--- config.mk ---
export PLATFORM = sky130hd
export DESIGN_NAME = serial_alu_top
export DESIGN_NICKNAME = d
export VERILOG_FILES = /design/src/serial_alu_pkg.sv /design/src/serial_adder.sv /design/src/serial_less_than.sv /design/src/serial_shifter.sv /design/src/serial_alu.sv /design/src/serial_alu_sequencer.sv /design/src/operand_serdes.sv /design/src/serial_alu_top.sv
export SDC_FILE = /design/constraint.sdc
export NUM_CORES = 1
export LEC_CHECK = 0
export BUFFER_PORTS_ARGS = -buffer_cell sky130_fd_sc_hd__buf_2
export CORE_MARGIN = 2
export CORE_UTILIZATION = 56
export CTS_CLUSTER_DIAMETER = 150
export DETAILED_ROUTE_END_ITERATION = 8
export PLACE_DENSITY = 0.88
export RECOVER_POWER = 100
export SLEW_MARGIN = 20
export SYNTH_ARGS = -nofsm -noshare
export SYNTH_HDL_FRONTEND = slang
export SYNTH_SLANG_ARGS = --single-unit
--- constraint.sdc ---
create_clock -name clk -period 4.25 [get_ports clk]
set_input_delay 0.2125 -clock clk [delete_from_list [all_inputs] [get_ports clk]]
set_output_delay 0.2125 -clock clk [all_outputs]
set_load 0.05 [all_outputs]
--- src/serial_alu_pkg.sv ---
package serial_alu_pkg;

   // Default word width of the subsystem
   localparam int DATA_WIDTH = 32;

   // Shift amounts are five bits wide whatever the word width
   localparam int SHAMT_WIDTH = 5;

   // Selects which serial result is driven onto the rd stream
   typedef enum logic [1:0] {
      ALU_RESULT_ADD  = 2'd0, // Sum or difference
      ALU_RESULT_SR   = 2'd1, // Shifter output
      ALU_RESULT_LT   = 2'd2, // Set-less-than, only bit 0 can be set
      ALU_RESULT_BOOL = 2'd3  // Bitwise boolean
   } rd_sel_e;

   // Boolean operation codes
   // The values index the 16-entry lookup table in the ALU, four entries per code
   typedef enum logic [1:0] {
      BOOL_AND  = 2'd3,
      BOOL_OR   = 2'd2,
      BOOL_XNOR = 2'd1, // Bitwise equality
      BOOL_XOR  = 2'd0
   } bool_op_e;

endpackage

--- src/serial_adder.sv ---
module serial_adder (
   input  logic clk,
   input  logic i_reset,
   input  logic i_a,
   input  logic i_b,
   input  logic i_clr,
   output logic o_q,
   output logic o_carry
);

   logic carry_q;

   assign o_q     = i_a ^ i_b ^ carry_q;
   // Carry out of the current bit, becomes the carry in of the next one
   assign o_carry = (i_a & i_b) | (i_a & carry_q) | (i_b & carry_q);

   always_ff @(posedge clk) begin
      if (i_reset || i_clr) begin
         carry_q <= 1'b0;
      end else begin
         carry_q <= o_carry;
      end
   end

endmodule

--- src/serial_less_than.sv ---
module serial_less_than (
   input  logic clk,
   input  logic i_a,
   input  logic i_b,
   input  logic i_clr,
   input  logic i_sign,
   output logic o_lt
);

   logic lt_q; // Result over the bits seen so far

   // A higher differing bit overrides whatever the lower bits decided
   always_comb begin
      if (i_a == i_b) begin
         o_lt = lt_q;
      end else if (i_sign) begin
         o_lt = i_a; // Top bit of a signed word, a set bit means negative
      end else begin
         o_lt = i_b;
      end
   end

   always_ff @(posedge clk) begin
      if (i_clr) begin
         lt_q <= 1'b0;
      end else begin
         lt_q <= o_lt;
      end
   end

endmodule

--- src/serial_shifter.sv ---
module serial_shifter #(
   parameter int W = serial_alu_pkg::DATA_WIDTH
) (
   input  logic                                  clk,
   input  logic                                  i_load,
   input  logic [serial_alu_pkg::SHAMT_WIDTH-1:0] i_shamt,
   input  logic                                  i_shamt_msb,
   input  logic                                  i_signbit,
   input  logic                                  i_right,
   input  logic                                  i_d,
   output logic                                  o_done,
   output logic                                  o_q
);

   import serial_alu_pkg::*;

   localparam int CW = $clog2(W);
   localparam int JW = SHAMT_WIDTH + 1;

   logic [W-1:0]  data;
   logic [W-1:0]  word;
   logic          load_r;
   logic          signbit_r;
   logic          replay;
   logic [CW-1:0] cnt;      // Output bit index during replay
   logic [JW-1:0] pos;
   logic [CW-1:0] idx;
   logic          in_range;

   always_ff @(posedge clk) begin
      load_r <= i_load;
      // One extra shift after load picks up the last bit of the delayed stream
      if (i_load || load_r) begin
         data <= {i_d, data[W-1:1]};
      end
      if (i_load) begin
         signbit_r <= i_signbit;
      end
      cnt    <= i_load ? '0 : cnt + 1'b1;
      replay <= i_load | (replay & ~o_done);
   end

   // In the first replay cycle the top bit is still on i_d
   assign word = load_r ? {i_d, data[W-1:1]} : data;

   // Right shifts read bit cnt+shamt. Left shifts add the negated amount,
   // so a carry into the top bit of pos means cnt >= shamt
   assign pos = JW'(cnt) + {~i_right & i_shamt_msb, i_shamt};
   assign idx = pos[CW-1:0];

   assign in_range = i_right ? (pos < JW'(W)) : pos[JW-1];

   assign o_q = in_range ? word[idx] : (i_right & signbit_r);

   assign o_done = replay & ~i_load & (cnt == CW'(W - 1));

endmodule

--- src/serial_alu.sv ---
module serial_alu #(
   parameter int W = serial_alu_pkg::DATA_WIDTH
) (
   input  logic       clk,
   input  logic       i_reset,
   input  logic       i_en,
   input  logic       i_rs1,
   input  logic       i_rs2,
   input  logic       i_imm,
   input  logic       i_op_b_rs2,
   input  logic       i_buf,
   input  logic       i_init,
   input  logic       i_cnt_done,
   input  logic       i_sub,
   input  logic [1:0] i_bool_op,
   input  logic       i_cmp_eq,
   input  logic       i_cmp_uns,
   output logic       o_cmp,
   input  logic       i_shamt_en,
   input  logic       i_sh_right,
   input  logic       i_sh_signed,
   output logic       o_sh_done,
   input  logic [1:0] i_rd_sel,
   output logic       o_rd
);

   import serial_alu_pkg::*;

   // XOR, XNOR, OR and AND from the lowest nibble up
   localparam logic [15:0] BOOL_LUT = 16'h8E96;

   logic                   op_b;
   logic                   add_b;
   logic                   plus_1;
   logic                   en_r;
   logic                   b_neg;
   logic                   b_neg_cy;
   logic                   result_add;
   logic                   result_lt;
   logic                   result_sh;
   logic                   result_bool;
   logic                   result_eq;
   logic                   lt_r;
   logic                   eq_r;
   logic                   shamt_ser;
   logic [SHAMT_WIDTH-1:0] shamt;
   logic                   shamt_msb;

   assign op_b   = i_op_b_rs2 ? i_rs2 : i_imm;
   assign plus_1 = i_en & ~en_r; // High on bit 0 only

   // Two's complement of operand B, one bit per cycle
   serial_adder u_neg_b (
      .clk     (clk),
      .i_reset (i_reset),
      .i_a     (~op_b),
      .i_b     (plus_1),
      .i_clr   (~i_en),
      .o_q     (b_neg),
      .o_carry (b_neg_cy)
   );

   assign add_b = i_sub ? b_neg : op_b;

   serial_adder u_add (
      .clk     (clk),
      .i_reset (i_reset),
      .i_a     (i_rs1),
      .i_b     (add_b),
      .i_clr   (~i_en),
      .o_q     (result_add),
      .o_carry ()
   );

   serial_less_than u_lt (
      .clk    (clk),
      .i_a    (i_rs1),
      .i_b    (op_b),
      .i_clr  (~i_en),
      .i_sign (i_cnt_done & ~i_cmp_uns),
      .o_lt   (result_lt)
   );

   // Left shifts collect the negated amount, a carry out of bit 4 flags zero
   assign shamt_ser = i_sh_right ? op_b : b_neg;

   always_ff @(posedge clk) begin
      if (i_shamt_en) begin
         shamt     <= {shamt_ser, shamt[SHAMT_WIDTH-1:1]};
         shamt_msb <= b_neg_cy;
      end
   end

   serial_shifter #(.W(W)) u_shifter (
      .clk         (clk),
      .i_load      (i_init),
      .i_shamt     (shamt),
      .i_shamt_msb (shamt_msb),
      .i_signbit   (i_sh_signed & i_rs1),
      .i_right     (i_sh_right),
      .i_d         (i_buf),
      .o_done      (o_sh_done),
      .o_q         (result_sh)
   );

   assign result_bool = BOOL_LUT[{i_bool_op, i_rs1, op_b}];
   assign result_eq   = eq_r & (i_rs1 == op_b);

   always_ff @(posedge clk) begin
      if (i_reset) begin
         en_r <= 1'b0;
      end else begin
         en_r <= i_en;
      end
      if (i_en) begin
         lt_r <= result_lt;
      end
      eq_r <= result_eq | ~i_en;
   end

   // Both flags hold the whole-word answer in the cycle after the last bit
   assign o_cmp = i_cmp_eq ? eq_r : lt_r;

   always_comb begin
      case (i_rd_sel)
         ALU_RESULT_ADD:  o_rd = result_add;
         ALU_RESULT_SR:   o_rd = result_sh;
         ALU_RESULT_LT:   o_rd = result_lt & i_cnt_done; // Known on the last bit only
         ALU_RESULT_BOOL: o_rd = result_bool;
         default:         o_rd = 1'b0;
      endcase
   end

endmodule

--- src/serial_alu_sequencer.sv ---
module serial_alu_sequencer #(
   parameter int W = serial_alu_pkg::DATA_WIDTH
) (
   input  logic clk,
   input  logic i_reset,
   input  logic i_start,
   input  logic i_is_shift,
   input  logic i_sh_done,
   output logic o_busy,
   output logic o_load,
   output logic o_en,
   output logic o_init,
   output logic o_cnt_done,
   output logic o_shamt_en,
   output logic o_done
);

   import serial_alu_pkg::*;

   localparam int CW = $clog2(W);

   typedef enum logic [1:0] {
      IDLE,
      PASS1,
      PASS2 // Shifter replay
   } phase_e;

   phase_e        phase;
   logic [CW-1:0] cnt;
   logic          shift_q;
   logic          last_bit;

   assign o_busy     = phase != IDLE;
   assign o_load     = i_start & (phase == IDLE); // Starts while busy are dropped here
   assign o_en       = o_busy;
   assign last_bit   = cnt == CW'(W - 1);
   assign o_cnt_done = o_en & last_bit;
   assign o_init     = (phase == PASS1) & shift_q;
   assign o_shamt_en = o_init & (cnt < CW'(SHAMT_WIDTH));

   always_ff @(posedge clk) begin
      if (i_reset) begin
         phase   <= IDLE;
         cnt     <= '0;
         shift_q <= 1'b0;
         o_done  <= 1'b0;
      end else begin
         o_done <= 1'b0;
         case (phase)
            IDLE: begin
               if (i_start) begin
                  phase   <= PASS1;
                  cnt     <= '0;
                  shift_q <= i_is_shift;
               end
            end
            PASS1: begin
               cnt <= cnt + 1'b1;
               if (last_bit) begin
                  if (shift_q) begin
                     phase <= PASS2;
                  end else begin
                     phase  <= IDLE;
                     o_done <= 1'b1;
                  end
               end
            end
            PASS2: begin
               cnt <= cnt + 1'b1;
               if (i_sh_done) begin
                  phase  <= IDLE;
                  o_done <= 1'b1;
               end
            end
            default: phase <= IDLE;
         endcase
      end
   end

endmodule

--- src/operand_serdes.sv ---
module operand_serdes #(
   parameter int W = serial_alu_pkg::DATA_WIDTH
) (
   input  logic         clk,
   input  logic         i_reset,
   input  logic         i_load,
   input  logic         i_shift_en,
   input  logic [W-1:0] i_rs1_word,
   input  logic [W-1:0] i_rs2_word,
   input  logic [W-1:0] i_imm_word,
   input  logic         i_rd,
   input  logic         i_done,
   input  logic         i_op_b_rs2,
   input  logic         i_sub,
   input  logic [1:0]   i_bool_op,
   input  logic         i_cmp_eq,
   input  logic         i_cmp_uns,
   input  logic         i_sh_right,
   input  logic         i_sh_signed,
   input  logic [1:0]   i_rd_sel,
   output logic         o_rs1,
   output logic         o_rs2,
   output logic         o_imm,
   output logic         o_buf,
   output logic         o_op_b_rs2,
   output logic         o_sub,
   output logic [1:0]   o_bool_op,
   output logic         o_cmp_eq,
   output logic         o_cmp_uns,
   output logic         o_sh_right,
   output logic         o_sh_signed,
   output logic [1:0]   o_rd_sel,
   output logic [W-1:0] o_result_word
);

   import serial_alu_pkg::*;

   logic [W-1:0] rs1_q;
   logic [W-1:0] rs2_q;
   logic [W-1:0] imm_q;
   logic [W-1:0] result_q;

   always_ff @(posedge clk) begin
      if (i_load) begin
         rs1_q <= i_rs1_word;
         rs2_q <= i_rs2_word;
         imm_q <= i_imm_word;
         o_buf <= 1'b0;
      end else if (i_shift_en) begin
         rs1_q <= {1'b0, rs1_q[W-1:1]};
         rs2_q <= {1'b0, rs2_q[W-1:1]};
         imm_q <= {1'b0, imm_q[W-1:1]};
         o_buf <= rs1_q[0]; // rs1 one bit late
      end
      // A second pass overwrites the bits of the first
      if (i_shift_en) begin
         result_q <= {i_rd, result_q[W-1:1]};
      end
   end

   // Operation fields stay put for the whole operation
   always_ff @(posedge clk) begin
      if (i_reset) begin
         o_op_b_rs2  <= 1'b0;
         o_sub       <= 1'b0;
         o_bool_op   <= 2'b00;
         o_cmp_eq    <= 1'b0;
         o_cmp_uns   <= 1'b0;
         o_sh_right  <= 1'b0;
         o_sh_signed <= 1'b0;
         o_rd_sel    <= 2'b00;
      end else if (i_load) begin
         o_op_b_rs2  <= i_op_b_rs2;
         o_sub       <= i_sub;
         o_bool_op   <= i_bool_op;
         o_cmp_eq    <= i_cmp_eq;
         o_cmp_uns   <= i_cmp_uns;
         o_sh_right  <= i_sh_right;
         o_sh_signed <= i_sh_signed;
         o_rd_sel    <= i_rd_sel;
      end else if (i_done) begin
         o_sh_right  <= 1'b0;
         o_sh_signed <= 1'b0;
         o_rd_sel    <= 2'b00;
      end
   end

   assign o_rs1 = rs1_q[0];
   assign o_rs2 = rs2_q[0];
   assign o_imm = imm_q[0];

   // The less-than bit arrives last and lands in the top position, move it to bit 0
   assign o_result_word = (o_rd_sel == ALU_RESULT_LT) ? {{(W-1){1'b0}}, result_q[W-1]}
                                                      : result_q;

endmodule

--- src/serial_alu_top.sv ---
module serial_alu_top #(
   parameter int W = serial_alu_pkg::DATA_WIDTH
) (
   input  logic         clk,
   input  logic         i_reset,
   input  logic         i_start,
   input  logic [W-1:0] i_rs1_word,
   input  logic [W-1:0] i_rs2_word,
   input  logic [W-1:0] i_imm_word,
   input  logic         i_op_b_rs2,
   input  logic         i_sub,
   input  logic [1:0]   i_bool_op,
   input  logic         i_cmp_eq,
   input  logic         i_cmp_uns,
   input  logic         i_sh_right,
   input  logic         i_sh_signed,
   input  logic         i_is_shift,
   input  logic [1:0]   i_rd_sel,
   output logic         o_busy,
   output logic         o_done,
   output logic [W-1:0] o_result_word,
   output logic         o_cmp
);

   logic       load;
   logic       en;
   logic       init;
   logic       cnt_done;
   logic       shamt_en;
   logic       sh_done;
   logic       rs1;
   logic       rs2;
   logic       imm;
   logic       buf_bit;
   logic       rd;
   logic       op_b_rs2_q;
   logic       sub_q;
   logic [1:0] bool_op_q;
   logic       cmp_eq_q;
   logic       cmp_uns_q;
   logic       sh_right_q;
   logic       sh_signed_q;
   logic [1:0] rd_sel_q;

   serial_alu_sequencer #(.W(W)) u_sequencer (
      .clk        (clk),
      .i_reset    (i_reset),
      .i_start    (i_start),
      .i_is_shift (i_is_shift),
      .i_sh_done  (sh_done),
      .o_busy     (o_busy),
      .o_load     (load),
      .o_en       (en),
      .o_init     (init),
      .o_cnt_done (cnt_done),
      .o_shamt_en (shamt_en),
      .o_done     (o_done)
   );

   operand_serdes #(.W(W)) u_serdes (
      .clk           (clk),
      .i_reset       (i_reset),
      .i_load        (load),
      .i_shift_en    (en),
      .i_rs1_word    (i_rs1_word),
      .i_rs2_word    (i_rs2_word),
      .i_imm_word    (i_imm_word),
      .i_rd          (rd),
      .i_done        (o_done),
      .i_op_b_rs2    (i_op_b_rs2),
      .i_sub         (i_sub),
      .i_bool_op     (i_bool_op),
      .i_cmp_eq      (i_cmp_eq),
      .i_cmp_uns     (i_cmp_uns),
      .i_sh_right    (i_sh_right),
      .i_sh_signed   (i_sh_signed),
      .i_rd_sel      (i_rd_sel),
      .o_rs1         (rs1),
      .o_rs2         (rs2),
      .o_imm         (imm),
      .o_buf         (buf_bit),
      .o_op_b_rs2    (op_b_rs2_q),
      .o_sub         (sub_q),
      .o_bool_op     (bool_op_q),
      .o_cmp_eq      (cmp_eq_q),
      .o_cmp_uns     (cmp_uns_q),
      .o_sh_right    (sh_right_q),
      .o_sh_signed   (sh_signed_q),
      .o_rd_sel      (rd_sel_q),
      .o_result_word (o_result_word)
   );

   serial_alu #(.W(W)) u_alu (
      .clk         (clk),
      .i_reset     (i_reset),
      .i_en        (en),
      .i_rs1       (rs1),
      .i_rs2       (rs2),
      .i_imm       (imm),
      .i_op_b_rs2  (op_b_rs2_q),
      .i_buf       (buf_bit),
      .i_init      (init),
      .i_cnt_done  (cnt_done),
      .i_sub       (sub_q),
      .i_bool_op   (bool_op_q),
      .i_cmp_eq    (cmp_eq_q),
      .i_cmp_uns   (cmp_uns_q),
      .o_cmp       (o_cmp),
      .i_shamt_en  (shamt_en),
      .i_sh_right  (sh_right_q),
      .i_sh_signed (sh_signed_q),
      .o_sh_done   (sh_done),
      .i_rd_sel    (rd_sel_q),
      .o_rd        (rd)
   );

endmodule

Word level (Yosys, flattened, before mapping)
Memories as Yosys holds them, arrays and structs flattened.
Index checks and enable logic that the tools add are counted.

storage, ports and cells
  memories = 1
  output and inout port bits = 35
  bits in read-only memories = 16
  bits of input ports = 110
  register bits = 200
  logic and storage cells = 134

memory list
  memory           depth  bits a word  rd ports  clocked after memory_dff  write ports  line               RTL
  (no name shown)  16     1            1         0                         0            serial_alu.sv:106  assign result_bool = BOOL_LUT[{i_bool_op, i_rs1, op_b}];

cells by class
  bitwise logic cells = 37
  eq/ne operators = 11
  mux-type cells = 36
  reduce and logical (&&, ||, !) cells = 12
  add/sub/neg operators = 3
  order comparisons = 4

operator list
  operator                                                    number
  2-to-1 mux 32 bit                                           8
  bitwise AND 1 bit                                           20
  2-to-1 mux 1 bit                                            16
  2-to-1 mux 2 bit                                            6
  adder 5 x 1 -> 5 bit, second input constant                 2
  equality test 5 bit, second input constant                  2
  one-hot mux 5 bit (2 select lines)                          1
  nonzero test 2 bit                                          4
  inverter 1 bit                                              7
  adder 5 x 6 -> 6 bit                                        1
  equality test 2 bit, second input constant                  3
  less-than comparator 5 x 6 -> 1 bit, second input constant  1
  less-than comparator 6 bit, second input constant           1
  bitwise OR 1 bit                                            6
  one-hot mux 2 bit (3 select lines)                          1
  binary-select mux 1 bit (select 5 bit)                      1
  less-than comparator 4 x 5 -> 1 bit, second input constant  1
  less-than comparator 5 x 3 -> 1 bit, second input constant  1
  2-to-1 mux 5 bit                                            1
  equality test 2 x 1 -> 1 bit, second input constant         2
  zero test 2 bit                                             2
  != test 2 x 1 -> 1 bit, second input constant               2
  one-hot mux 1 bit (4 select lines)                          1
  AND reduction 2 bit                                         2
  other kinds (7)                                             11

Logic depth before layout (Yosys ltp)
  word-level depth = 8
  mapped depth = 11
  depth with buffers taken out = 10

Cells and area by module
A second synthesis with hierarchy kept.

second synthesis, totals
  cells, all modules = 568
  area, all modules = 8710.9 µm²

by module, submodules not included
  module                area an instance (µm²)  cells an instance  sequential area each (µm²)  instances
  operand_serdes        5609.1                  311                4063.9                      1
  serial_shifter        1951.9                  150                1131.1                      1
  serial_alu_sequencer  546.8                   63                 180.2                       1
  serial_alu            427.9                   31                 250.2                       1
  serial_adder          52.6                    3                  20.0                        2
  serial_less_than      70.1                    7                  20.0                        1

Worst setup path before layout
No wires, ideal clock.

  kind = register to register
  start point = reg u_sequencer.phase[0]
  end point = reg u_serdes.imm_q[0], enable pin
  stages on the path, launching flop included = 6
  clock period less this slack = 4.163 ns
  path buffers = 0
  library setup time = 0.672 ns
  setup slack = 0.087 ns
  required time = 3.578 ns
  data arrival time = 3.491 ns
  path through = dfxtp_1 > inv_1 > ha_1 > clkinv_1 > nor2_1 > inv_1

between the ends
  elaborated cells on any way between the ends = 4
  those cells by class = bitwise: 1; reduce/logical: 3

RTL lines
  item                          line                        RTL
  start, declared               serial_alu_sequencer.sv:28  phase_e phase;
  start signal, assigned        serial_alu_sequencer.sv:43  phase <= IDLE;
  start signal, assigned        serial_alu_sequencer.sv:52  phase <= PASS1;
  start signal, assigned        serial_alu_sequencer.sv:61  phase <= PASS2;
  nonzero test 2 bit            serial_alu_sequencer.sv:33  assign o_busy = phase != IDLE;
  named net o_busy              serial_alu_top.sv:19        output logic o_busy,
  nonzero test 2 bit (no line)  n/a
  end signal, assigned          operand_serdes.sv:47        imm_q <= i_imm_word;
  end signal, assigned          operand_serdes.sv:52        imm_q <= {1'b0, imm_q[W-1:1]};
  end, declared                 operand_serdes.sv:40        logic [W-1:0] imm_q;

The timed path passes the listed nets, and every way through them passes these cells.
A chain may end at the register's enable or synchronous reset.

Final worst setup path
  start point = reg u_alu.u_shifter.cnt[0]
  end point = reg u_serdes.result_q[31] (data pin)

between the ends
  longest elaborated chain between the ends = 5
  elaborated cells on any way between the ends = 7
  those cells by class = add/sub: 1; order compare: 1; mux: 5

ends and longest elaborated chain
  item                                                                                         line                                        RTL
  start, declared                                                                              serial_shifter.sv:25                        logic [CW-1:0] cnt;
  start signal, assigned                                                                       serial_shifter.sv:39                        cnt <= i_load ? '0 : cnt + 1'b1;
  adder 5 x 6 -> 6 bit *                                                                       serial_shifter.sv:48                        assign pos = JW'(cnt) + {~i_right & i_shamt_msb, i_shamt};
  binary-select mux 1 bit (select 5 bit) / less-than comparator 6 bit (equally long branches)  serial_shifter.sv:53, serial_shifter.sv:51
  2-to-1 mux 1 bit, on equally long branches                                                   serial_shifter.sv:53, serial_shifter.sv:51
  2-to-1 mux 1 bit *                                                                           serial_shifter.sv:53                        assign o_q = in_range ? word[idx] : (i_right & signbit_r);
  one-hot mux 1 bit (4 select lines) *                                                         serial_alu.sv:125                           case (i_rd_sel)
  named net rd                                                                                 serial_alu_top.sv:35                        logic rd;
  end signal, assigned                                                                         operand_serdes.sv:57                        result_q <= {i_rd, result_q[W-1:1]};
  end, declared                                                                                operand_serdes.sv:41                        logic [W-1:0] result_q;

Mark *: on every way through the listed nets, which the timed path passes. The rest lies on a longest branch. The select of a mux whose other input is x is not followed.

==> results.toml <==
[run_status]
outcome = "complete, but fails checks"
violations = "max-capacitance violations, max-slew violations"

[sta]
setup_tns_ns = 0
setup_violations = 0
hold_viol_final = 0
max_slew.worst_pin.slew_ns = 1.812
rsz0062_at_grt = "false"
fmax_mhz = 272.0
layout_min_cycle_time_ns = 3.676
fin_crit_sh_pct = 86.50
slew_viol_final = 212
fin_skew_ns = 0.008495
layout_setup_ws_ns = 0.5739
slew_headroom_pct = -20.78

[placed_design]
dp_hpwl_um = 11040
gp_congestion = 0.7849
dpl-instance-area_mm2 = 0.009679
io_buffers = 144
dp_slack_ns = 0.7550

[routing]
num_vias = 6090
remaining_drc_errors = 0
wl_um = 17220
first_iter_violations = 593
ant_nets = 0
routed_via_density = 5.300
wl_per_cell_um = 14.99
first_pass_iters = 5

[worst_setup_path]
crit_type = "reg -> reg"
crit_path_start_kind = "flop"
cp_max_fo = 19
arrival_ns = 3.86
end_kind = "flop"
critPathRequiredTime_ns = 4.43

[cts]
clock_latency_ns = 0.44
cts_root_buf = "clkbuf_16"
h-tree-depth = 4
cts-buffers-inserted = 17
clock_path_buffers = 2
cts_resized = 0
clock_sinks = 200
clkTransAtPathRegs_ns = 0.07
cts_tree = "built"

[final_layout]
syn_to_final_growth_pct = 15.63
final_common_cell = "nand2_1"
final_util_pct = 66.60
seqCellArea_mm2 = 0.005685
drive_gt1_share_pct = 16.97
layout_common_cells = "312 x nand2_1, 168 x edfxtp_1, 109 x buf_2"
n_fill_cell = 1099
nets = 1052
multi_input_area_mm2 = 0.002875
design_area_mm2 = 0.01016

[yosys]
netlist_area_mm2 = 0.008788
ys_seq_area_share_pct = 64.69
muxShareOfSynthArea_pct = 3.702
synth_simple_gate_area_share_pct = 20.02
synth.avg_cell_area_um2 = 11.11
synth_top_family_by_area = "simple AND/OR/NAND/NOR gates"
synth.ff_latch_count = 200
syn-num-nets = 919
synth_xor_xnor_area_share_pct = 0.6976
yosys.area.top_type = "edfxtp_1"
yosys.area_share.adder_pct = 2.819
synthFlopType = "edfxtp_1"
ys_async_sr_fraction_pct = 0
synth_compound_area_share_pct = 5.552
ys_types = 56
synthTopCellsByArea = "edfxtp_1 57%, nand2_1 13%, dfxtp_1 7.3%"
netlist.area_leader.share_pct = 57.40
syn_inst = 791
yosys_warnings = 0
synth-edff-count = 168

[grt]
first_global_vias = 5691
grt_overflow_total = 0
antenna_found_initial = 2
grt_max_degree = 105
grtUsageTotal_pct = 21.24
grt_pass1_wl_um = 27370

[pwr]
ir_drop_v = 0.0004014
clkPwrFrac_pct = 25.5
internal_power_mw = 3.956
total_power_mw = 5.933
p_leak_nw = 4.240
swShare_pct = 33.32
netSwitchingPower_mw = 1.977
seqPwrFrac_pct = 46.7
power_density_mw_per_mm2 = 583.8
p_comb_share_pct = 27.8

[die]
die_x_um = 129.3
ios = 145
rows = 45
die_area_mm2 = 0.01671
initial_core_util_pct = 57.60
die_h_um = 129.3
core_area_mm2 = 0.01526

[job]
cap_violations = 3

[hold_path]
hp-class = "in -> reg"
[kinds of logic after synthesis]
group,Yosys count
AND/OR/NAND/NOR,411
flip-flops,200
AO/OA/AOI/OAI,70
buffers and inverters,56
multiplexers,29
adder cells (fa/ha/maj),18
XOR/XNOR,7
[worst max-delay path: stages (launching register included)]
cell and delay, ns:
dfxtp_1 0.39, ha_1 0.22, inv_1 0.07, fa_1 1.06, clkbuf_2 0.42, nor2b_1 0.08
a2111oi_0 0.44, a2111oi_0 0.14, a21oi_1 0.16, a211oi_1 0.09, o32a_1 0.35
[layout make-up]
class	instances	share of cell area [%]
flip-flops and latches	200	55.95
multi-input cells	535	28.29
repair buffers	151	7.043
clock buffers	18	4.223
well taps	211	2.598
clock inverters	14	1.157
inverters	19	0.7141
diodes	1	0.02462
[registers in the layout, indices dropped and copies added (netlist names), 2 cells and up]
| register | flops |
|---|---|
| u_sequencer.cnt | 5 |
| u_serdes.o_rd_sel | 2 |
| u_alu.u_shifter.data | 32 |
| u_sequencer.phase | 2 |
| u_serdes.rs2_q | 32 |
| u_alu.u_shifter.cnt | 5 |
| u_serdes.rs1_q | 32 |
| u_alu.shamt | 5 |
| u_serdes.result_q | 32 |
| u_serdes.imm_q | 32 |
| u_serdes.o_bool_op | 2 |
[power groups by stage]
stage | clock, mW | combinational [mW] | sequential (mW)
final | 1.51 | 1.65 | 2.77
after global routing | 1.61 | 1.83 | 2.81
after CTS | 1.53 | 1.68 | 2.76
after detailed placement | 0 | 1.66 | 2.80
after global placement | 0 | 1.61 | 2.79
after floorplan | 0 | 1.33 | 2.76
[routing by layer]
layer	GRT usage (%)	vias to the layer above	share of wire, %
li1	-	2987	-
met3	6.730	24	7.4
met2	32.54	217	47
met5	0	-	0
met4	7.737	0	1.6
met1	28.80	2862	44
[path summary, 6_finish.rpt]
path / slack, ns / cells after the start / start / end
min reg2reg: 0.44 / 0 / u_serdes.result_q[20] / u_serdes.result_q[19]
max reg2reg: 0.57 / 10 / u_alu.u_shifter.cnt[0] / u_serdes.result_q[31]
max: 0.57 / 10 / u_alu.u_shifter.cnt[0] / u_serdes.result_q[31]
min: 0.01 / 3 / i_is_shift / u_sequencer.shift_q
[Yosys cell counts, drive strengths merged (3+ instances only)]
cell type / instances
clkbuf: 31
o21ai: 8
nand2: 313
dfxtp: 32
a211oi: 4
edfxtp: 168
fa: 3
a2111oi: 4
nand2b: 5
nor2: 18
ha: 15
inv: 18
and2: 38
nand3b: 6
nor3: 5
nand3: 5
buf: 6
o22ai: 3
mux2: 12
and3: 6
a221o: 3
or3: 3
a32oi: 3
mux2i: 16
a21oi: 26
xnor2: 5
nor2b: 7
[through the flow]
stage | hold WS [ns] | instances
floorplan | 0.2865 | 791
global placement | 0.4205 | 1115
detailed placement | 0.4290 | 1115
CTS | 0.0002038 | 1148
global route | 0.006912 | 1148
finish | 0.01208 | 1149
[repair_timing]
item | 4_1_cts | 5_1_grt
buffers inserted | 0 | 0
hold buffers | 1 | 0
hold endpoints to repair | 1 | 0
Note: power is estimated with default switching activity, not from simulation.
